<file path="config.mk">
export PLATFORM = sky130hd
export DESIGN_NAME = readout_top
export DESIGN_NICKNAME = d
export VERILOG_FILES = /design/src/common/readout_pkg.sv /design/src/design/rbcp_regs.sv /design/src/design/readout_top.sv /design/src/tcp_test/tcp_test_gen.sv /design/src/tcp_test/test_pattern.sv
export SDC_FILE = /design/constraint.sdc
export NUM_CORES = 1
export LEC_CHECK = 0
export BUFFER_PORTS_ARGS = -buffer_cell sky130_fd_sc_hd__buf_2
export CAP_MARGIN = 10
export CORE_MARGIN = 2
export CORE_UTILIZATION = 60
export CTS_CLUSTER_DIAMETER = 100
export DETAILED_ROUTE_END_ITERATION = 12
export GPL_TIMING_DRIVEN = 0
export MAX_ROUTING_LAYER = met4
export PLACE_DENSITY = 0.88
export RECOVER_POWER = 100
export SLEW_MARGIN = 0
export SYNTH_ARGS = -nofsm -noshare
export SYNTH_HDL_FRONTEND = slang
export SYNTH_SLANG_ARGS = --single-unit
</file>
<file path="constraint.sdc">
create_clock -name clk156 -period 4.65 [get_ports clk156]
set_input_delay 0.93 -clock clk156 [delete_from_list [all_inputs] [get_ports clk156]]
set_output_delay 0.93 -clock clk156 [all_outputs]
set_load 0.03 [all_outputs]
</file>
<file path="src/common/readout_pkg.sv">
package readout_pkg;

  ////////////////////////////////////////////////////////////
  // transmit word geometry
  ////////////////////////////////////////////////////////////

  // bytes carried by one full TCP word
  localparam int BYTES_PER_WORD = 8;

  // single byte, as seen on RBCP and in the TX lanes
  typedef logic [7:0] byte_t;

  // one 64-bit TX word, two views of the same bits
  // index view used by the counter pattern
  // lane view used by error insertion, lane 7 goes out first
  typedef union packed {
    logic [63:0]      index;
    byte_t [7:0]      lane;
  } tx_word_u;

  ////////////////////////////////////////////////////////////
  // test settings
  ////////////////////////////////////////////////////////////

  // 2-bit mode register, only test mode runs the generator
  localparam logic [1:0] MODE_TEST = 2'd2;

  // sequence register after reset
  localparam logic [31:0] SEQ_PATTERN_DEFAULT = 32'h6080_8040;

  ////////////////////////////////////////////////////////////
  // RBCP register map, byte addresses
  ////////////////////////////////////////////////////////////

  // multi-byte fields are big endian
  // lowest address holds the most significant byte

  // mode, low 2 bits
  localparam logic [31:0] ADDR_MODE    = 32'h0000_0000;
  // bit 0 data_gen, bit 1 select_seq
  localparam logic [31:0] ADDR_CTRL    = 32'h0000_0001;
  // write only, any value fires one corrupted word
  localparam logic [31:0] ADDR_INS_ERR = 32'h0000_0002;
  // 0x04..0x07 sequence pattern
  localparam logic [31:0] ADDR_SEQ     = 32'h0000_0004;
  // 0x08..0x0f byte count to send
  localparam logic [31:0] ADDR_NUM     = 32'h0000_0008;
  // read only code version
  localparam logic [31:0] ADDR_VER     = 32'h0000_0010;
  // 0x14..0x17 read only build date
  localparam logic [31:0] ADDR_DATE    = 32'h0000_0014;

endpackage

</file>
<file path="src/design/rbcp_regs.sv">
`timescale 1ns/10ps

module rbcp_regs #(
  parameter logic [31:0] SYN_DATE = 32'h0,
  parameter logic [7:0]  FPGA_VER = 8'h1
) (
  input  logic               clk156,
  input  logic               rst_n_i,
  // RBCP strobes
  input  logic               rbcp_act_i,
  input  logic [31:0]        rbcp_addr_i,
  input  logic               rbcp_we_i,
  input  readout_pkg::byte_t rbcp_wd_i,
  input  logic               rbcp_re_i,
  output readout_pkg::byte_t rbcp_rd_o,
  output logic               rbcp_ack_o,
  // test settings
  output logic [1:0]         mode_o,
  output logic               data_gen_o,
  output logic               select_seq_o,
  output logic [31:0]        seq_pattern_o,
  output logic [63:0]        num_of_data_o,
  output logic               ins_error_o
);

  // qualified strobes
  logic                      wr_en;
  logic                      rd_en;
  // address decode
  logic                      hit_mode;
  logic                      hit_ctrl;
  logic                      hit_ins;
  logic                      hit_seq;
  logic                      hit_num;
  logic                      hit_ver;
  logic                      hit_date;
  // byte lane inside a multi-byte field
  logic [1:0]                seq_lane;
  logic [2:0]                num_lane;
  logic [1:0]                date_lane;
  // read data before the ack register
  readout_pkg::byte_t        rd_byte;

  // setting registers
  logic [1:0]                mode_q;
  logic                      data_gen_q;
  logic                      select_seq_q;
  readout_pkg::byte_t [3:0]  seq_q;
  readout_pkg::byte_t [7:0]  num_q;
  logic                      ins_error_q;
  // response registers
  logic                      ack_q;
  readout_pkg::byte_t        rd_q;

  ////////////////////////////////////////////////////////////
  // decode
  ////////////////////////////////////////////////////////////

  // strobes only count inside an active transfer
  assign wr_en = rbcp_act_i & rbcp_we_i;
  assign rd_en = rbcp_act_i & rbcp_re_i;

  assign hit_mode = (rbcp_addr_i == readout_pkg::ADDR_MODE);
  assign hit_ctrl = (rbcp_addr_i == readout_pkg::ADDR_CTRL);
  assign hit_ins  = (rbcp_addr_i == readout_pkg::ADDR_INS_ERR);
  assign hit_ver  = (rbcp_addr_i == readout_pkg::ADDR_VER);
  // 4- and 8-byte fields, aligned blocks
  assign hit_seq  = ((rbcp_addr_i & ~32'h3) == readout_pkg::ADDR_SEQ);
  assign hit_num  = ((rbcp_addr_i & ~32'h7) == readout_pkg::ADDR_NUM);
  assign hit_date = ((rbcp_addr_i & ~32'h3) == readout_pkg::ADDR_DATE);

  // big endian, lowest address is the top lane
  assign seq_lane  = 2'd3 - rbcp_addr_i[1:0];
  assign num_lane  = 3'd7 - rbcp_addr_i[2:0];
  assign date_lane = 2'd3 - rbcp_addr_i[1:0];

  ////////////////////////////////////////////////////////////
  // write side
  ////////////////////////////////////////////////////////////

  always_ff @(posedge clk156 or negedge rst_n_i) begin
    if (!rst_n_i) begin
      mode_q       <= 2'd0;
      data_gen_q   <= 1'b0;
      select_seq_q <= 1'b0;
      seq_q        <= readout_pkg::SEQ_PATTERN_DEFAULT;
      num_q        <= '0;
      ins_error_q  <= 1'b0;
    end else begin
      // error request lasts one cycle, nothing stored
      ins_error_q <= wr_en & hit_ins;
      if (wr_en) begin
        if (hit_mode) begin
          mode_q <= rbcp_wd_i[1:0];
        end
        if (hit_ctrl) begin
          data_gen_q   <= rbcp_wd_i[0];
          select_seq_q <= rbcp_wd_i[1];
        end
        if (hit_seq) begin
          seq_q[seq_lane] <= rbcp_wd_i;
        end
        if (hit_num) begin
          num_q[num_lane] <= rbcp_wd_i;
        end
      end
    end
  end

  ////////////////////////////////////////////////////////////
  // read side
  ////////////////////////////////////////////////////////////

  // unmapped and write-only addresses give 0
  always_comb begin
    rd_byte = 8'h00;
    if (hit_mode) begin
      rd_byte = {6'd0, mode_q};
    end else if (hit_ctrl) begin
      rd_byte = {6'd0, select_seq_q, data_gen_q};
    end else if (hit_seq) begin
      rd_byte = seq_q[seq_lane];
    end else if (hit_num) begin
      rd_byte = num_q[num_lane];
    end else if (hit_ver) begin
      rd_byte = FPGA_VER;
    end else if (hit_date) begin
      rd_byte = SYN_DATE[{date_lane, 3'b000} +: 8];
    end
  end

  // ack one cycle after either strobe
  // read byte only valid in that ack cycle
  always_ff @(posedge clk156 or negedge rst_n_i) begin
    if (!rst_n_i) begin
      ack_q <= 1'b0;
      rd_q  <= 8'h00;
    end else begin
      ack_q <= wr_en | rd_en;
      rd_q  <= rd_en ? rd_byte : 8'h00;
    end
  end

  assign rbcp_ack_o    = ack_q;
  assign rbcp_rd_o     = rd_q;
  assign mode_o        = mode_q;
  assign data_gen_o    = data_gen_q;
  assign select_seq_o  = select_seq_q;
  assign seq_pattern_o = seq_q;
  assign num_of_data_o = num_q;
  assign ins_error_o   = ins_error_q;

endmodule

</file>
<file path="src/design/readout_top.sv">
`timescale 1ns/10ps

module readout_top #(
  parameter logic [31:0] SYN_DATE = 32'h0,
  parameter logic [7:0]  FPGA_VER = 8'h1
) (
  input  logic               clk156,
  input  logic               rst_n_i,
  // RBCP slow control
  input  logic               rbcp_act_i,
  input  logic [31:0]        rbcp_addr_i,
  input  logic               rbcp_we_i,
  input  readout_pkg::byte_t rbcp_wd_i,
  input  logic               rbcp_re_i,
  output readout_pkg::byte_t rbcp_rd_o,
  output logic               rbcp_ack_o,
  // TCP session and TX side
  input  logic               tcp_open_i,
  input  logic               tx_afull_i,
  output logic [63:0]        tx_d_o,
  output logic [3:0]         tx_b_o,
  // timer and lamps
  input  logic               tim_1s_i,
  output logic               bled_o,
  output logic               gled_o
);

  // register bank to generator
  logic [1:0]  tcp_mode;
  logic        tcp_data_gen;
  logic        tcp_select_seq;
  logic [31:0] tcp_seq_pattern;
  logic [63:0] tcp_num_of_data;
  logic        tcp_ins_error;

  // blue lamp state
  logic        bled_q;

  ////////////////////////////////////////////////////////////
  // slow control registers
  ////////////////////////////////////////////////////////////

  rbcp_regs #(
    .SYN_DATE      (SYN_DATE),
    .FPGA_VER      (FPGA_VER)
  ) rbcp_regs_inst (
    .clk156        (clk156),
    .rst_n_i       (rst_n_i),
    .rbcp_act_i    (rbcp_act_i),
    .rbcp_addr_i   (rbcp_addr_i),
    .rbcp_we_i     (rbcp_we_i),
    .rbcp_wd_i     (rbcp_wd_i),
    .rbcp_re_i     (rbcp_re_i),
    .rbcp_rd_o     (rbcp_rd_o),
    .rbcp_ack_o    (rbcp_ack_o),
    .mode_o        (tcp_mode),
    .data_gen_o    (tcp_data_gen),
    .select_seq_o  (tcp_select_seq),
    .seq_pattern_o (tcp_seq_pattern),
    .num_of_data_o (tcp_num_of_data),
    .ins_error_o   (tcp_ins_error)
  );

  ////////////////////////////////////////////////////////////
  // TCP test data generator
  ////////////////////////////////////////////////////////////

  tcp_test_gen tcp_test_gen_inst (
    .clk156        (clk156),
    .rst_n_i       (rst_n_i),
    .mode_i        (tcp_mode),
    .data_gen_i    (tcp_data_gen),
    .select_seq_i  (tcp_select_seq),
    .seq_pattern_i (tcp_seq_pattern),
    .num_of_data_i (tcp_num_of_data),
    .ins_error_i   (tcp_ins_error),
    .tcp_open_i    (tcp_open_i),
    .tx_afull_i    (tx_afull_i),
    .tx_d_o        (tx_d_o),
    .tx_b_o        (tx_b_o)
  );

  ////////////////////////////////////////////////////////////
  // status lamps
  ////////////////////////////////////////////////////////////

  // blue lamp, flips on each one-second tick
  always_ff @(posedge clk156 or negedge rst_n_i) begin
    if (!rst_n_i) begin
      bled_q <= 1'b0;
    end else if (tim_1s_i) begin
      bled_q <= ~bled_q;
    end
  end

  assign bled_o = bled_q;
  // green lamp lit (low) while session is up
  assign gled_o = ~tcp_open_i;

endmodule

</file>
<file path="src/tcp_test/tcp_test_gen.sv">
`timescale 1ns/10ps

module tcp_test_gen (
  input  logic        clk156,
  input  logic        rst_n_i,
  // settings from the register bank
  input  logic [1:0]  mode_i,
  input  logic        data_gen_i,
  input  logic        select_seq_i,
  input  logic [31:0] seq_pattern_i,
  input  logic [63:0] num_of_data_i,
  input  logic        ins_error_i,
  // TCP session and TX FIFO
  input  logic        tcp_open_i,
  input  logic        tx_afull_i,
  output logic [63:0] tx_d_o,
  output logic [3:0]  tx_b_o
);

  // run control
  logic                  data_gen_q;
  logic                  enable;
  logic                  start;
  logic                  send;
  logic                  running_q;
  // byte budget
  logic [63:0]           remain_q;
  logic                  last_word;
  logic [3:0]            chunk;
  // current pattern word
  readout_pkg::tx_word_u word;
  // output registers
  logic [63:0]           tx_d_q;
  logic [3:0]            tx_b_q;

  ////////////////////////////////////////////////////////////
  // start and gating
  ////////////////////////////////////////////////////////////

  // all three must hold for the whole run
  assign enable = (mode_i == readout_pkg::MODE_TEST) & tcp_open_i & data_gen_i;
  // fresh rising edge of data_gen only
  assign start  = enable & ~data_gen_q;
  // FIFO not almost full, take a word this cycle
  assign send   = running_q & enable & ~tx_afull_i;

  // tail word carries whatever is left
  assign last_word = (remain_q <= 64'(readout_pkg::BYTES_PER_WORD));
  assign chunk     = last_word ? remain_q[3:0] : 4'(readout_pkg::BYTES_PER_WORD);

  always_ff @(posedge clk156 or negedge rst_n_i) begin
    if (!rst_n_i) begin
      data_gen_q <= 1'b0;
    end else begin
      data_gen_q <= data_gen_i;
    end
  end

  ////////////////////////////////////////////////////////////
  // run state and budget
  ////////////////////////////////////////////////////////////

  always_ff @(posedge clk156 or negedge rst_n_i) begin
    if (!rst_n_i) begin
      running_q <= 1'b0;
      remain_q  <= '0;
    end else if (start) begin
      // zero byte count gives no run at all
      running_q <= (num_of_data_i != 64'd0);
      remain_q  <= num_of_data_i;
    end else if (!enable) begin
      // session closed or data_gen dropped, stop at once
      running_q <= 1'b0;
    end else if (send) begin
      remain_q <= remain_q - 64'(chunk);
      if (last_word) begin
        running_q <= 1'b0;
      end
    end
  end

  ////////////////////////////////////////////////////////////
  // word source
  ////////////////////////////////////////////////////////////

  // restart on run start, step on every word taken
  test_pattern test_pattern_inst (
    .clk156        (clk156),
    .rst_n_i       (rst_n_i),
    .restart_i     (start),
    .advance_i     (send),
    .select_seq_i  (select_seq_i),
    .seq_pattern_i (seq_pattern_i),
    .ins_error_i   (ins_error_i),
    .word_o        (word)
  );

  ////////////////////////////////////////////////////////////
  // output register
  ////////////////////////////////////////////////////////////

  // byte count 0 marks an empty cycle
  always_ff @(posedge clk156 or negedge rst_n_i) begin
    if (!rst_n_i) begin
      tx_b_q <= 4'd0;
    end else begin
      tx_b_q <= send ? chunk : 4'd0;
    end
  end

  // data only meaningful with a nonzero count
  always_ff @(posedge clk156 or negedge rst_n_i) begin
    if (!rst_n_i) begin
      tx_d_q <= '0;
    end else if (send) begin
      tx_d_q <= word.index;
    end
  end

  assign tx_d_o = tx_d_q;
  assign tx_b_o = tx_b_q;

endmodule

</file>
<file path="src/tcp_test/test_pattern.sv">
`timescale 1ns/10ps

module test_pattern (
  input  logic                  clk156,
  input  logic                  rst_n_i,
  // stepping from the generator
  input  logic                  restart_i,
  input  logic                  advance_i,
  // pattern select
  input  logic                  select_seq_i,
  input  logic [31:0]           seq_pattern_i,
  input  logic                  ins_error_i,
  output readout_pkg::tx_word_u word_o
);

  // word index within the run
  logic [63:0]           index_q;
  // one corrupted word pending
  logic                  err_armed_q;
  readout_pkg::tx_word_u word;

  ////////////////////////////////////////////////////////////
  // index and error flag
  ////////////////////////////////////////////////////////////

  always_ff @(posedge clk156 or negedge rst_n_i) begin
    if (!rst_n_i) begin
      index_q <= '0;
    end else if (restart_i) begin
      index_q <= '0;
    end else if (advance_i) begin
      index_q <= index_q + 64'd1;
    end
  end

  // armed flag survives restart, so a request made
  // before a run hits that run's first word
  always_ff @(posedge clk156 or negedge rst_n_i) begin
    if (!rst_n_i) begin
      err_armed_q <= 1'b0;
    end else if (ins_error_i) begin
      err_armed_q <= 1'b1;
    end else if (advance_i) begin
      // corrupted word just went out
      err_armed_q <= 1'b0;
    end
  end

  ////////////////////////////////////////////////////////////
  // word build
  ////////////////////////////////////////////////////////////

  always_comb begin
    if (select_seq_i) begin
      // same pattern in both halves
      word.index = {seq_pattern_i, seq_pattern_i};
    end else begin
      word.index = index_q;
    end
    // invert first byte on the wire
    if (err_armed_q) begin
      word.lane[7] = ~word.lane[7];
    end
  end

  assign word_o = word;

endmodule
</file>
Word level (Yosys, flattened, before mapping)
Index checks and enable logic that the tools add are counted.
{"block": "classes", "muxes": 32, "bitwise_logic": 14, "n_eq_ne": 9, "addsub": 4, "magnitude_cmp": 5, "reduce_logical": 13, "n_shift": 1}
{"cell": "64-bit 2-to-1 mux", "n": 6}
{"cell": "8-bit 2-to-1 mux", "n": 12}
{"cell": "64-bit by 1-bit adder with 64-bit output, second input constant", "n": 1}
{"cell": "64-bit bitwise mux", "n": 1}
{"cell": "64-bit by 4-bit less-or-equal comparator with 1-bit output, second input constant", "n": 1}
{"cell": "64-bit nonzero test", "n": 1}
{"cell": "64-bit by 4-bit subtractor with 64-bit output", "n": 1}
{"cell": "32-bit bitwise mux", "n": 1}
{"cell": "32-bit by 1-bit == test with 1-bit output, second input constant", "n": 1}
{"cell": "32-bit by 2-bit == test with 1-bit output, second input constant", "n": 1}
{"cell": "32-bit by 5-bit == test with 1-bit output, second input constant", "n": 1}
{"cell": "32-bit logical NOT", "n": 1}
{"cell": "32-bit by 6-bit indexed part select with 8-bit output, first input constant", "n": 1}
{"cell": "30-bit by 1-bit == test with 1-bit output, second input constant", "n": 1}
{"cell": "30-bit by 3-bit == test with 1-bit output, second input constant", "n": 1}
{"cell": "29-bit by 1-bit == test with 1-bit output, second input constant", "n": 1}
{"cell": "8-bit binary-select mux with 3-bit select", "n": 1}
{"cell": "8-bit demux with 3-bit select", "n": 1}
{"cell": "8-bit binary-select mux with 2-bit select", "n": 1}
{"cell": "8-bit demux with 2-bit select", "n": 1}
{"cell": "2-bit AND reduction", "n": 6}
{"cell": "1-bit bitwise AND", "n": 8}
{"cell": "4-bit 2-to-1 mux", "n": 2}
{"cell": "8-bit NOT", "n": 1}
{"cell": "13 further kinds", "n": 25}
{"block": "word_totals", "word_cells": 104, "regBits": 310, "output_inout_bits": 79}

Logic depth before layout (Yosys ltp)
Gate-level depths: netlist (run 1).
{"block": "depth", "depth_word": 9, "mapped_depth": 16, "ltp_nobuf": 13}

Cells and area by module
From an unflattened synthesis (run 1), not the netlist that was laid out.
{"block": "hier_totals", "hier_cells": 1697, "hier_area_um2": 16819.9}
{"module": "tcp_test_gen", "cells_per_inst": 809, "seq_area_each_um2": 3353.2, "area_per_inst_um2": 7085.5, "instances": 1}
{"module": "rbcp_regs", "cells_per_inst": 349, "seq_area_each_um2": 2758.9, "area_per_inst_um2": 5427.7, "instances": 1}
{"module": "test_pattern", "cells_per_inst": 536, "seq_area_each_um2": 1626.6, "area_per_inst_um2": 4269.1, "instances": 1}
{"module": "readout_top", "cells_per_inst": 3, "seq_area_each_um2": 25.0, "area_per_inst_um2": 37.5, "instances": 1}

Worst setup path after synthesis (run 1)
No wires, ideal clock.
{"block": "synth_timing", "path_kind": "reg-to-reg", "start": "register tcp_test_gen_inst.remain_q[30]", "end": "register tcp_test_gen_inst.remain_q[18]", "t_arrival_ps": 3175, "setup_slack_ps": 1346, "path_stages_with_launch": 16, "path_buffers": 3, "setup_ps": 129, "cell_sequence": "dfrtp_1 or4_4 or4_4 nor4_4 buf_6 nand3_2 nand2_1 ha_1 buf_2 o31ai_1 nand3_1 a311oi_1 clkbuf_1 nor4b_1 xnor2_1 o21ai_1"}
{"block": "synth_between", "elab_chain_cells": 6}
{"element": "start, declared", "line": "tcp_test_gen.sv:27", "rtl": "logic [63:0] remain_q;"}
{"element": "start signal, assigned", "line": "tcp_test_gen.sv:70", "rtl": "remain_q <= num_of_data_i;"}
{"element": "start signal, assigned", "line": "tcp_test_gen.sv:75", "rtl": "remain_q <= remain_q - 64'(chunk);"}
{"element": "64-bit by 4-bit less-or-equal comparator with 1-bit output", "line": "tcp_test_gen.sv:48", "rtl": "assign last_word = (remain_q <= 64'(readout_pkg::BYTES_PER_WORD));"}
{"element": "4-bit 2-to-1 mux", "line": "tcp_test_gen.sv:49", "rtl": "assign chunk = last_word ? remain_q[3:0] : 4'(readout_pkg::BYTES_PER_WORD);"}
{"element": "64-bit by 4-bit subtractor with 64-bit output", "line": "tcp_test_gen.sv:75"}
{"element": "64-bit 2-to-1 mux", "line": "tcp_test_gen.sv:74", "rtl": "end else if (send) begin"}
{"element": "64-bit 2-to-1 mux", "line": "tcp_test_gen.sv:71", "rtl": "end else if (!enable) begin"}
{"element": "64-bit 2-to-1 mux", "line": "tcp_test_gen.sv:67", "rtl": "end else if (start) begin"}
No other way between the ends. The select of a mux whose other input is x is not followed.
A chain may end at the register's enable or synchronous reset.

Worst setup path in the final report (run 1)
{"block": "layout_timing", "start": "input rbcp_addr_i[17]", "end": "register rbcp_regs_inst.num_q, in the netlist rbcp_regs_inst.num_of_data_o[33]"}
{"block": "layout_between", "elab_chain_cells": 2}
{"element": "start, declared", "line": "readout_top.sv:11", "rtl": "input logic [31:0] rbcp_addr_i,"}
{"element": "29-bit by 1-bit == test with 1-bit output", "line": "rbcp_regs.sv:69", "rtl": "assign hit_num = ((rbcp_addr_i & ~32'h7) == readout_pkg::ADDR_NUM);"}
{"element": "2-bit AND reduction (no source line)"}
{"element": "end signal, assigned by index", "line": "rbcp_regs.sv:104", "rtl": "num_q[num_lane] <= rbcp_wd_i;"}
{"element": "end, declared", "line": "rbcp_regs.sv:49", "rtl": "readout_pkg::byte_t [7:0] num_q;"}
No other way between the ends.

==> results of run 1 <==
==> metrics by stage <==
stage | power (mW) | area [um2]
3_3_place_gp | 2.91 | 16300
2_1_floorplan | 2.81 | 15200
5_1_grt | 5.84 | 17300
6_report | 5.68 | 17300
4_1_cts | 5.71 | 17500
3_5_place_dp | 2.92 | 16300
==> cells in the mapped netlist (all sizes together) (3+ instances only) <==
| cell | number |
|---|---|
| mux4 | 24 |
| a21oi | 35 |
| nor2b | 3 |
| nand4 | 35 |
| nor2 | 106 |
| and4 | 12 |
| and2 | 4 |
| dfstp | 5 |
| o21ai | 137 |
| or3 | 35 |
| a211oi | 3 |
| dfrtp | 305 |
| nand2 | 178 |
| xnor2 | 44 |
| inv | 15 |
| nor4b | 4 |
| nand3 | 35 |
| nand2b | 4 |
| mux2i | 71 |
| nor3 | 39 |
| mux2 | 101 |
| xor2 | 62 |
| clkbuf | 67 |
| nor4 | 37 |
| buf | 16 |
| or2 | 4 |
| nand4b | 7 |
| and3 | 9 |
| or4 | 11 |
| a31oi | 9 |
| o31ai | 5 |
| o41ai | 3 |
==> cell type report <==
type | count | area (um2)
Sequential cell | 310 | 7760
Fill cell | 1813 | 7700
Multi-Input combinational cell | 1034 | 7060
Clock buffer | 49 | 988
Timing Repair Buffer | 127 | 542
Tap cell | 330 | 413
Buffer | 83 | 323
Clock inverter | 13 | 188
Inverter | 15 | 56.3
Antenna cell | 1 | 2.50
==> critical path, cell delays in order <==
cell	delay (ns)
buf_2	0.10
nor4_1	0.31
nand4_1	0.31
nor3_1	0.59
nand2_1	0.29
or2_2	0.34
clkbuf_1	0.13
nor3_1	1.11
mux2_2	0.43
==> final timing paths <==
kind / startpoint / to / slack [ns] / cells after the start
max: rbcp_addr_i[17] / rbcp_regs_inst.num_of_data_o[33] / 0.49 / 9
min: rbcp_regs_inst.ins_error_o / tcp_test_gen_inst.test_pattern_inst.err_armed_q / 0.44 / 1
max reg2reg: tcp_test_gen_inst.remain_q[54] / tcp_test_gen_inst.remain_q[28] / 0.52 / 14
max in group asynchronous: rst_n_i / tcp_test_gen_inst.remain_q[46] / 0.86 / 2
min in group asynchronous: rst_n_i / tcp_test_gen_inst.tx_d_o[22] / 1.09 / 1
min reg2reg: rbcp_regs_inst.ins_error_o / tcp_test_gen_inst.test_pattern_inst.err_armed_q / 0.44 / 1
==> metal layers <==
metal | vias to the layer above | wire (um)
met5 | - | 0
met4 | 0 | 1470
met3 | 122 | 5650
met2 | 735 | 20300
met1 | 6282 | 18400
li1 | 5475 | -
==> power groups by stage <==
stage	registers, mW	clock network, mW	logic (mW)
after detailed placement	2.75	0	0.161
after floorplan	2.77	0	0.0419
after global placement	2.76	0	0.151
after CTS	2.71	2.84	0.162
final	2.71	2.83	0.151
after global routing	2.70	2.97	0.167
==> cell families (layout without fill, tap and decap cells) <==
group                    Yosys count  in the layout  synth area share (%)
buffers and inverters             98            287                  2.50
AND/OR/NAND/NOR                  528            528                  17.5
adder cells (fa/ha/maj)            2              2                 0.164
AO/OA/AOI/OAI                    201            201                  7.12
flip-flops                       310            310                  50.9
XOR/XNOR                         106            106                  6.09
multiplexers                     196            196                  15.7
other                              1              2                0.0246
==> flip-flops by register name, indices dropped and copies added (netlist names), 2 cells and up <==
| register | cells |
|---|---|
| rbcp_regs_inst.num_of_data_o | 64 |
| tcp_test_gen_inst.remain_q | 64 |
| tcp_test_gen_inst.test_pattern_inst.index_q | 64 |
| tcp_test_gen_inst.tx_d_o | 64 |
| rbcp_regs_inst.seq_pattern_o | 32 |
| rbcp_regs_inst.rbcp_rd_o | 8 |
| tcp_test_gen_inst.tx_b_o | 4 |
| rbcp_regs_inst.mode_o | 2 |
==> metrics.csv, run 1 <==
metric,value,unit
Relative slew margins,-56.8,%
initial drt markers,1596,
Nets,1655,
WHS,0.439,ns
H-tree levels,2,
Sequential Power Share,47.6,%
net switching fraction of the power,21.7,%
clk slew on worst S/H paths,0.06,ns
Comb power frac,2.7,%
P_leak,7.63,nW
Post-Syn Instances,1442,
Row Count,58,
Final ANT Viol Nets,0,
syn_nets,1492,
hpwl dp,32700,um
crit path launch type,input pin,
fmax,241,MHz
Finished Layout Cells,1962,
Finished Core Util,69.2,%
setup_tns,0,ns
Yosys cell types,56,
number of I/O port buffers,123,
clock net sink count,310,
number of synthesized flops with an enable pin,0,
final worst slack,0.493,ns
first-pass GRT wire length,70200,um
Final Setup Violations,0,
share of synthesized registers carrying an async set or reset,100,%
CTS tree,yes,
area of the die,0.0267,mm2
HP Class,reg -> reg,
Final period util,89.4,%
"commonest non-fill, non-tap cell in the layout",dfrtp_1,
final hold vios,0,
share of layout cells above drive strength 1,14.9,%
# Max-Cap Violations,1,
most frequent cells in the layout,"dfrtp_1 (305), nand2_1 (178), clkbuf_1 (158)",
Post-Syn Area,0.0152,mm2
# DRC,0,
DR WL/cell,23.3,um
Die W,163,um
clock buffer count from CTS,34,
post_cts resized,0,
RSZ-0062 raised after global routing,no,
peak supply drop,0.274,mV
Worst Skew,0.0241,ns
Setup CP Type,in -> reg,
cell accounting for the most synthesized area,dfrtp_1,
arrival time at the worst endpoint,4.55,ns
clock share of power,49.7,%
gr busiest metal,met2,
post-CTS setup buffer count,0,
area growth from synthesis to layout,13.7,%
met3 Resource Use GR,10.8,%
initial antenna violation count,1,
cts hold-fix bufs,0,
status,"finished, violations left",
"Primary FF master, synth",dfrtp_1,
# IOs,127,
Place WS,0.498,ns
syn_area_per_cell,10.6,um2
"Slew Viols, Final",134,
die height,163,um
core area,0.0250,mm2
routed wire length,45800,um
met2 GRT Util,52.5,%
PwrDens,328,mW/mm2
Initial Utilization,60.9,%
Placer Congestion,1.02,
vias in the first global route,12400,
internal power component,4.45,mW
share of the synthesized area in the top cell type,50.1,%
DR vias,12600,
gr ovfl total,0,
clk_lat worst skew,0.53,ns
root buf cell,clkbuf_16,
vias per inst,6.43,
Setup crit end kind,flop,
largest cells by area after synthesis,"dfrtp_1 (50%), mux2_2 (7.5%), mux2i_1 (4.7%)",
yosys synthesis warning count,0,
clock buffer depth,3,
met1 usage,49.0,%
critical path required time,5.04,ns
Slew @ Worst Pin,2.35,ns
failing checks,"capacitance limit, slew limit",
largest net degree at the start of global routing,110,
register area share after synthesis,50.9,%
Switching Power,1.23,mW
Synth Register Bits,310,
Placed Cells,1897,
DRT Pass-1 Iters,8,
Tot GR Track Use,36.0,%
"Max FO, Critical Path",8,
minimum clock period after layout,4.16,ns
Note: power is estimated with default switching activity, not from simulation.
==> run 2, diff against run 1 <==
--- a/config.mk
+++ b/config.mk
@@ -7,2 +7,3 @@
 export LEC_CHECK = 0
+export ABC_AREA = 0
 export BUFFER_PORTS_ARGS = -buffer_cell sky130_fd_sc_hd__buf_2
@@ -20,2 +21,3 @@
 export SYNTH_HDL_FRONTEND = slang
+export SYNTH_HIERARCHICAL = 1
 export SYNTH_SLANG_ARGS = --single-unit
==> constraint.sdc (replaced) <==
create_clock -name clk156 -period 4.65 [get_ports clk156]
set_input_delay 0.2325 -clock clk156 [delete_from_list [all_inputs] [get_ports clk156]]
set_output_delay 0.2325 -clock clk156 [all_outputs]
set_load 0.03 [all_outputs]
==> run 2 against run 1 <==
- the run still ends with capacitance limit, slew limit left
- power up 3.1%
- area after synthesis grew 10%
- fmax down 9.9%
- register-to-register slack lost 0.48 ns
- highest routed layer unchanged
==> metrics.csv, run 2 <==
metric,value,unit,change
Row Count,61,,+5.2%
largest net degree at the start of global routing,129,,+17%
# IOs,127,,unchanged
Reg-to-Reg End,tcp_test_gen_inst/test_pattern_inst/index_q[58],,
Worst Skew,0.0200,ns,-0.00405 ns
routed wire length,58500,um,+28%
crit-path max cell delay,0.69,ns,-0.42 ns
Post-Syn Instances,1697,,+18%
Setup crit end kind,flop,,
gr ovfl total,0,,unchanged
arrival time at the worst endpoint,5.05,ns,+0.50 ns
# DRC,0,,unchanged
final hold vios,0,,unchanged
Synth top cells by count,"nand2_1 (306), dfrtp_1 (305), mux2_2 (106), o21ai_0 (89), nor2_1 (82)",,
yosys synthesis warning count,6,,+6
most common cell in the synthesized netlist,nand2_1,,
DR vias,15400,,+22%
H-tree levels,2,,unchanged
worst path bufs/invs,4,,+2
Final ANT Viol Nets,0,,unchanged
root buf cell,clkbuf_16,,
number of synthesized flops with an enable pin,0,,unchanged
"Primary FF master, synth",dfrtp_1,,
post-route cell area,0.0189,mm2,+8.8%
Placer Congestion,1.00,,-1.6%
die height,171,um,+4.9%
share of the synthesized area in the top cell type,45.4,%,-4.7 points
share of layout cells above drive strength 1,15.4,%,+0.54 points
final worst slack,0.0354,ns,-0.458 ns
minimum clock period after layout,4.61,ns,+0.458 ns
Post-Syn Area,0.0168,mm2,+10%
fmax,217,MHz,-9.9%
CTS tree,yes,,
share of synthesized registers carrying an async set or reset,100,%,unchanged
setup_tns,0,ns,unchanged
"Slew Viols, Final",107,,-20%
status,"finished, violations left",,
Tot GR Track Use,41.4,%,+5.4 points
Slowest cell on crit path,or4_1,,
initial drt markers,2355,,+48%
Worst Min Path Start,rbcp_wd_i[4],,
DRT Pass-1 Iters,6,,-2
RSZ-0062 raised after global routing,no,,
clock buffer count from CTS,36,,+5.9%
Initial Utilization,60.7,%,-0.18 points
peak supply drop,0.242,mV,-12%
# Max-Cap Violations,4,,+3
Final period util,99.2,%,+9.8 points
met3 wire len,8220,um,+45%
Yosys cell types,100,,+79%
top sig layer,met4,,
Place WS,-0.919,ns,-1.42 ns
Relative slew margins,-132,%,-75 points
Finished Layout Cells,2271,,+16%
Reg2Reg Depth,11,,-3
core area,0.0277,mm2,+11%
Slew @ Worst Pin,3.48,ns,+1.13 ns
Worst Hold Depth,2,,+1
worst r2r src,rbcp_regs_inst/mode_o[0],,
Comb power frac,3.0,%,+0.3 points
vias per inst,6.77,,+5.2%
hpwl dp,42200,um,+29%
clock net sink count,310,,unchanged
WHS,0.0117,ns,-0.427 ns
cells along the critical path,"and4b_1, clkbuf_2, nand2_1, inv_2, buf_2, nor2_1, or4_1, or4_1, buf_2, or3_1, a21oi_1",,
P_leak,8.49,nW,+11%
clock share of power,50.8,%,+1.1 points
metal2 WL,24900,um,+23%
syn_nets,1747,,+17%
HP Class,in -> reg,,
failing checks,"capacitance limit, slew limit",,
register area share after synthesis,46.2,%,-4.8 points
Worst Hold End,rbcp_regs_inst/seq_pattern_o[20],,
Switching Power,1.28,mW,+3.4%
cell accounting for the most synthesized area,dfrtp_1,,
clk slew on worst S/H paths,0.07,ns,about the same
crit path launch type,flop,,
syn_area_per_cell,9.91,um2,-6.3%
PwrDens,311,mW/mm2,-5.2%
Setup CP Type,reg -> reg,,
Synth Register Bits,310,,unchanged
largest cells by area after synthesis,"dfrtp_1 (45%), mux2_2 (7.1%), nand2_1 (6.8%)",,
first-pass GRT wire length,88600,um,+26%
metal1 wirelength,23400,um,+27%
Final Setup Violations,0,,unchanged
Nets,1917,,+16%
critical path required time,5.09,ns,+0.05 ns
clk_lat worst skew,0.53,ns,about the same
R2R setup slack,0.04,ns,-0.48 ns
net switching fraction of the power,21.8,%,+0.056 points
Sequential Power Share,46.2,%,-1.4 points
area of the die,0.0294,mm2,+10%
Placed Area,0.0180,mm2,+10%
"commonest non-fill, non-tap cell in the layout",nand2_1,,
number of I/O port buffers,126,,+2.4%
vias in the first global route,14600,,+18%
initial antenna violation count,1,,unchanged
area growth from synthesis to layout,12.1,%,
Placed Cells,2203,,+16%
DR WL/cell,25.8,um,+10%
clock buffer depth,3,,unchanged
Die W,171,um,+4.9%
"delay-heaviest family, CP",simple AND/OR/NAND/NOR gates,,
internal power component,4.58,mW,+3.0%
most frequent cells in the layout,"nand2_1 (306), dfrtp_1 (305), clkbuf_1 (152)",,
"Max FO, Critical Path",26,,+18
[run 2: cell count changes in the layout (fill, tap and decap cells not counted), sizes merged, moves of 25 or more]
cell,before,now
xor2,62,10
mux2i,71,14
nand2,178,306
inv,15,58
nor4,37,65
o21ai,137,100
a22oi,0,25
[run 2: worst max-delay path by stage]
stage | from | endpoint | slack [ns] | cells after the start
global route | rbcp_regs_inst/mode_o[0] | tcp_test_gen_inst/test_pattern_inst/index_q[58] | 0.004 | 11
floorplan | rbcp_regs_inst/mode_o[0] | tcp_test_gen_inst/test_pattern_inst/index_q[50] | 0.97 | 13
detailed placement | rbcp_regs_inst/data_gen_o | tcp_test_gen_inst/test_pattern_inst/index_q[63] | -0.92 | 12
global placement | rst_n_i | tcp_test_gen_inst/tx_d_o[33] | -2.45 | 1
CTS | rbcp_regs_inst/mode_o[0] | tcp_test_gen_inst/test_pattern_inst/index_q[58] | 0.07 | 12
finish | rbcp_regs_inst/mode_o[0] | tcp_test_gen_inst/test_pattern_inst/index_q[58] | 0.04 | 11
[run 2: what timing repair did]
action	in CTS	in global routing
endpoints found under the setup margin	49	5
buffers inserted	0	0
endpoints found under the hold margin	82	0
hold buffers	7	0
gates resized for setup	5	0
[run 2: power groups by stage]
stage	combinational, mW	clock, mW	sequential (mW)
after global routing	0.193	3.10	2.71
after detailed placement	0.180	0	2.76
after floorplan	0.0541	0	2.77
final	0.176	2.98	2.71
after CTS	0.186	2.99	2.71
after global placement	0.170	0	2.76
[run 2: per-layer routing]
| metal | vias up | track usage (%) |
|---|---|---|
| met5 | - | - |
| met4 | 0 | 13.8 |
| met3 | 174 | 11.8 |
| met2 | 1143 | 57.2 |
| met1 | 7526 | 58.8 |
| li1 | 6521 | - |
[run 2: through the flow]
stage	utilization (%)	power [mW]
final	68.0	5.86
after global routing	68.0	6.00
after CTS	69.6	5.88
after detailed placement	64.9	2.93
after global placement	64.7	2.93
after floorplan	-	2.82
[run 2: cell families after synthesis]
logic type / synth area share [%]
flip-flops: 46.2
AO/OA/AOI/OAI: 11.0
buffers and inverters: 4.81
AND/OR/NAND/NOR: 23.2
other: 0.0223
adder cells (fa/ha/maj): 0.149
multiplexers: 11.9
XOR/XNOR: 2.86
[run 2: final cells by class]
| cell class | count | area, um2 |
|---|---|---|
| clock buffers | 52 | 1040 |
| diodes | 2 | 5.00 |
| flip-flops and latches | 310 | 7760 |
| clock inverters | 10 | 175 |
| multi-input cells | 1228 | 8010 |
| repair buffers | 135 | 647 |
| fillers | 2221 | 8850 |
| well taps | 378 | 473 |
| plain buffers | 96 | 509 |
| inverters | 60 | 225 |
==> run 3, diff against run 2 <==
- CORE_MARGIN: 2 -> 4
- PLACE_DENSITY: 0.88 -> 0.8
- SKIP_LAST_GASP: unset -> 1
==> run 3 against run 2 <==
- the flow still finishes with violations (capacitance limit, slew limit)
- via count up 0.43%
- die area rose by 4.7%
- clock skew fell by 0.0069 ns
- critical endpoint unchanged
- largest power group unchanged
- clock-buffer cell count did not move
- critical path type unchanged
- worst setup slack better by 0.21 ns
==> metrics.csv, run 3 (synthesis gave the netlist of run 2 again) <==
metric,value,unit,change
Finished Core Util,67.7,%,-0.32 points
initial antenna violation count,1,,unchanged
CTS tree,yes,,
critical path required time,5.08,ns,about the same
DRT Pass-1 Iters,6,,unchanged
clk slew on worst S/H paths,0.06,ns,about the same
fillers,2231,,+0.45%
crit path launch type,flop,,
core area,0.0277,mm2,unchanged
Comb power frac,3.1,%,about the same
Slew @ Worst Pin,2.43,ns,-1.05 ns
setup_tns,0,ns,unchanged
Initial Utilization,60.7,%,unchanged
Placer Congestion,1.02,,+1.7%
crit-path max cell delay,0.67,ns,-0.02 ns
number of I/O port buffers,126,,unchanged
most frequent cells in the layout,"nand2_1 (306), dfrtp_1 (305), clkbuf_1 (154)",,
Die W,175,um,+2.3%
area growth from synthesis to layout,11.6,%,
Reg-to-Reg End,tcp_test_gen_inst/test_pattern_inst/index_q[58],,
Reg area,0.00776,mm2,unchanged
CP most frequent cell,or4_1,,
net switching fraction of the power,22.1,%,+0.36 points
# DRC,0,,unchanged
H-tree levels,2,,unchanged
Final period util,94.7,%,-4.6 points
DR WL/cell,24.9,um,-3.4%
CP startpoint,rbcp_regs_inst/mode_o[0],,
Reg2Reg Depth,11,,unchanged
# IOs,127,,unchanged
Setup CP Type,reg -> reg,,
routed wire length,56500,um,-3.5%
Place WS,-0.662,ns,+0.257 ns
failing checks,"capacitance limit, slew limit",,
Setup crit end kind,flop,,
CP endpoint,tcp_test_gen_inst/test_pattern_inst/index_q[58],,
largest net degree at the start of global routing,127,,-1.6%
area of the multi-input gates,0.00802,mm2,about the same
clock buffer count from CTS,35,,-2.8%
hpwl dp,40900,um,-3.1%
arrival time at the worst endpoint,4.83,ns,-0.22 ns
root buf cell,clkbuf_16,,
Switching Power,1.25,mW,-1.9%
fmax,227,MHz,+4.8%
status,"finished, violations left",,
Nets,1916,,-0.052%
PwrDens,301,mW/mm2,-3.0%
DR vias,15400,,+0.43%
vias per inst,6.80,,+0.47%
Sequential Power Share,47.9,%,+1.7 points
clk_lat worst skew,0.52,ns,about the same
Tot GR Track Use,37.0,%,-4.4 points
P_leak,8.45,nW,-0.52%
Worst Skew,0.0131,ns,-0.00691 ns
"commonest non-fill, non-tap cell in the layout",nand2_1,,
post-CTS setup buffer count,0,,unchanged
Relative slew margins,-62.0,%,+70 points
Row Count,61,,unchanged
internal power component,4.40,mW,-3.9%
area of the die,0.0308,mm2,+4.7%
vias in the first global route,14800,,+1.7%
peak supply drop,0.267,mV,+10%
# Max-Cap Violations,3,,-1
WHS,0.00484,ns,-0.00689 ns
clock net sink count,310,,unchanged
die height,175,um,+2.3%
initial drt markers,2381,,+1.1%
R2R setup slack,0.25,ns,+0.21 ns
final worst slack,0.248,ns,+0.213 ns
Final Setup Violations,0,,unchanged
clock buffer depth,3,,unchanged
Slowest cell on crit path,or4_1,,
final hold vios,0,,unchanged
"Slew Viols, Final",103,,-3.7%
share of layout cells above drive strength 1,15.7,%,+0.21 points
gr ovfl total,0,,unchanged
minimum clock period after layout,4.40,ns,-0.213 ns
cells along the critical path,"and4b_1, nand3b_1, inv_1, clkbuf_4, buf_2, nor2_1, or4_1, or4_1, clkbuf_2, or3_1, a21oi_1",,
"Max FO, Critical Path",19,,-27%
HP Class,in -> reg,,
RSZ-0062 raised after global routing,no,,
first-pass GRT wire length,86400,um,-2.5%
Final ANT Viol Nets,0,,unchanged
worst r2r src,rbcp_regs_inst/mode_o[0],,
clock share of power,49.0,%,-1.8 points
-- run 3: how the worst min path moves through the flow --
stage                                                 endpoint  slack [ns]                       start  cells after the start
5_1_grt                       rbcp_regs_inst/seq_pattern_o[21]       0.007                rbcp_wd_i[5]                      2
2_1_floorplan                                           bled_o       -0.06                     rst_n_i                      0
3_5_place_dp                    tcp_test_gen_inst/remain_q[53]        0.32                     rst_n_i                      1
3_3_place_gp   tcp_test_gen_inst/test_pattern_inst/err_armed_q        0.41  rbcp_regs_inst/ins_error_o                      1
6_report                             rbcp_regs_inst/rbcp_ack_o       0.005                   rbcp_we_i                      2
4_1_cts                       rbcp_regs_inst/seq_pattern_o[21]      0.0007                rbcp_wd_i[5]                      2
-- run 3: cell type report --
cell class	count	area share (%)
clock buffer	52	5.50
timing repair buffer	135	3.39
buffer	96	2.71
inverter	60	1.21
tap	378	2.52
multi-input combinational	1228	42.7
antenna	1	0.0133
clock inverter	10	0.567
sequential	310	41.4
-- run 3: power groups by stage --
stage | Combinational, mW | Clock, mW | Sequential, mW
finish | 0.174 | 2.77 | 2.71
global route | 0.191 | 2.91 | 2.71
CTS | 0.186 | 2.79 | 2.71
detailed placement | 0.180 | 0 | 2.75
global placement | 0.169 | 0 | 2.76
floorplan | 0.0541 | 0 | 2.77
-- run 3: stage by stage --
stage	power, mW	instances	area, um2
floorplan	2.82	1697	16800
global placement	2.92	2201	17900
detailed placement	2.93	2203	18000
CTS	5.68	2270	19200
global route	5.80	2270	18800
finish	5.65	2270	18800
-- run 3: timing repair --
action / CTS / global route
endpoints found under the setup margin: 26 / 9
hold endpoints to repair: 104 / 0
pin swaps: 0 / 0
hold buffers: 7 / 0
resized for setup: 2 / 4
-- run 3: worst max-delay path, delay by kind of cell, from the launching register on --
family	cells	cell delay, ns
AO/OA/AOI/OAI	1	0.18
buffers and inverters	4	1.28
flip-flops	1	0.40
AND/OR/NAND/NOR	6	2.42
-- run 3: per-layer routing --
metal | GRT usage, % | vias up | part of all wire, %
li1 | - | 6537 | -
met1 | 51.9 | 7560 | 39
met2 | 53.7 | 1120 | 43
met3 | 9.36 | 213 | 13
met4 | 11.8 | 0 | 4.2
met5 | - | - | 0
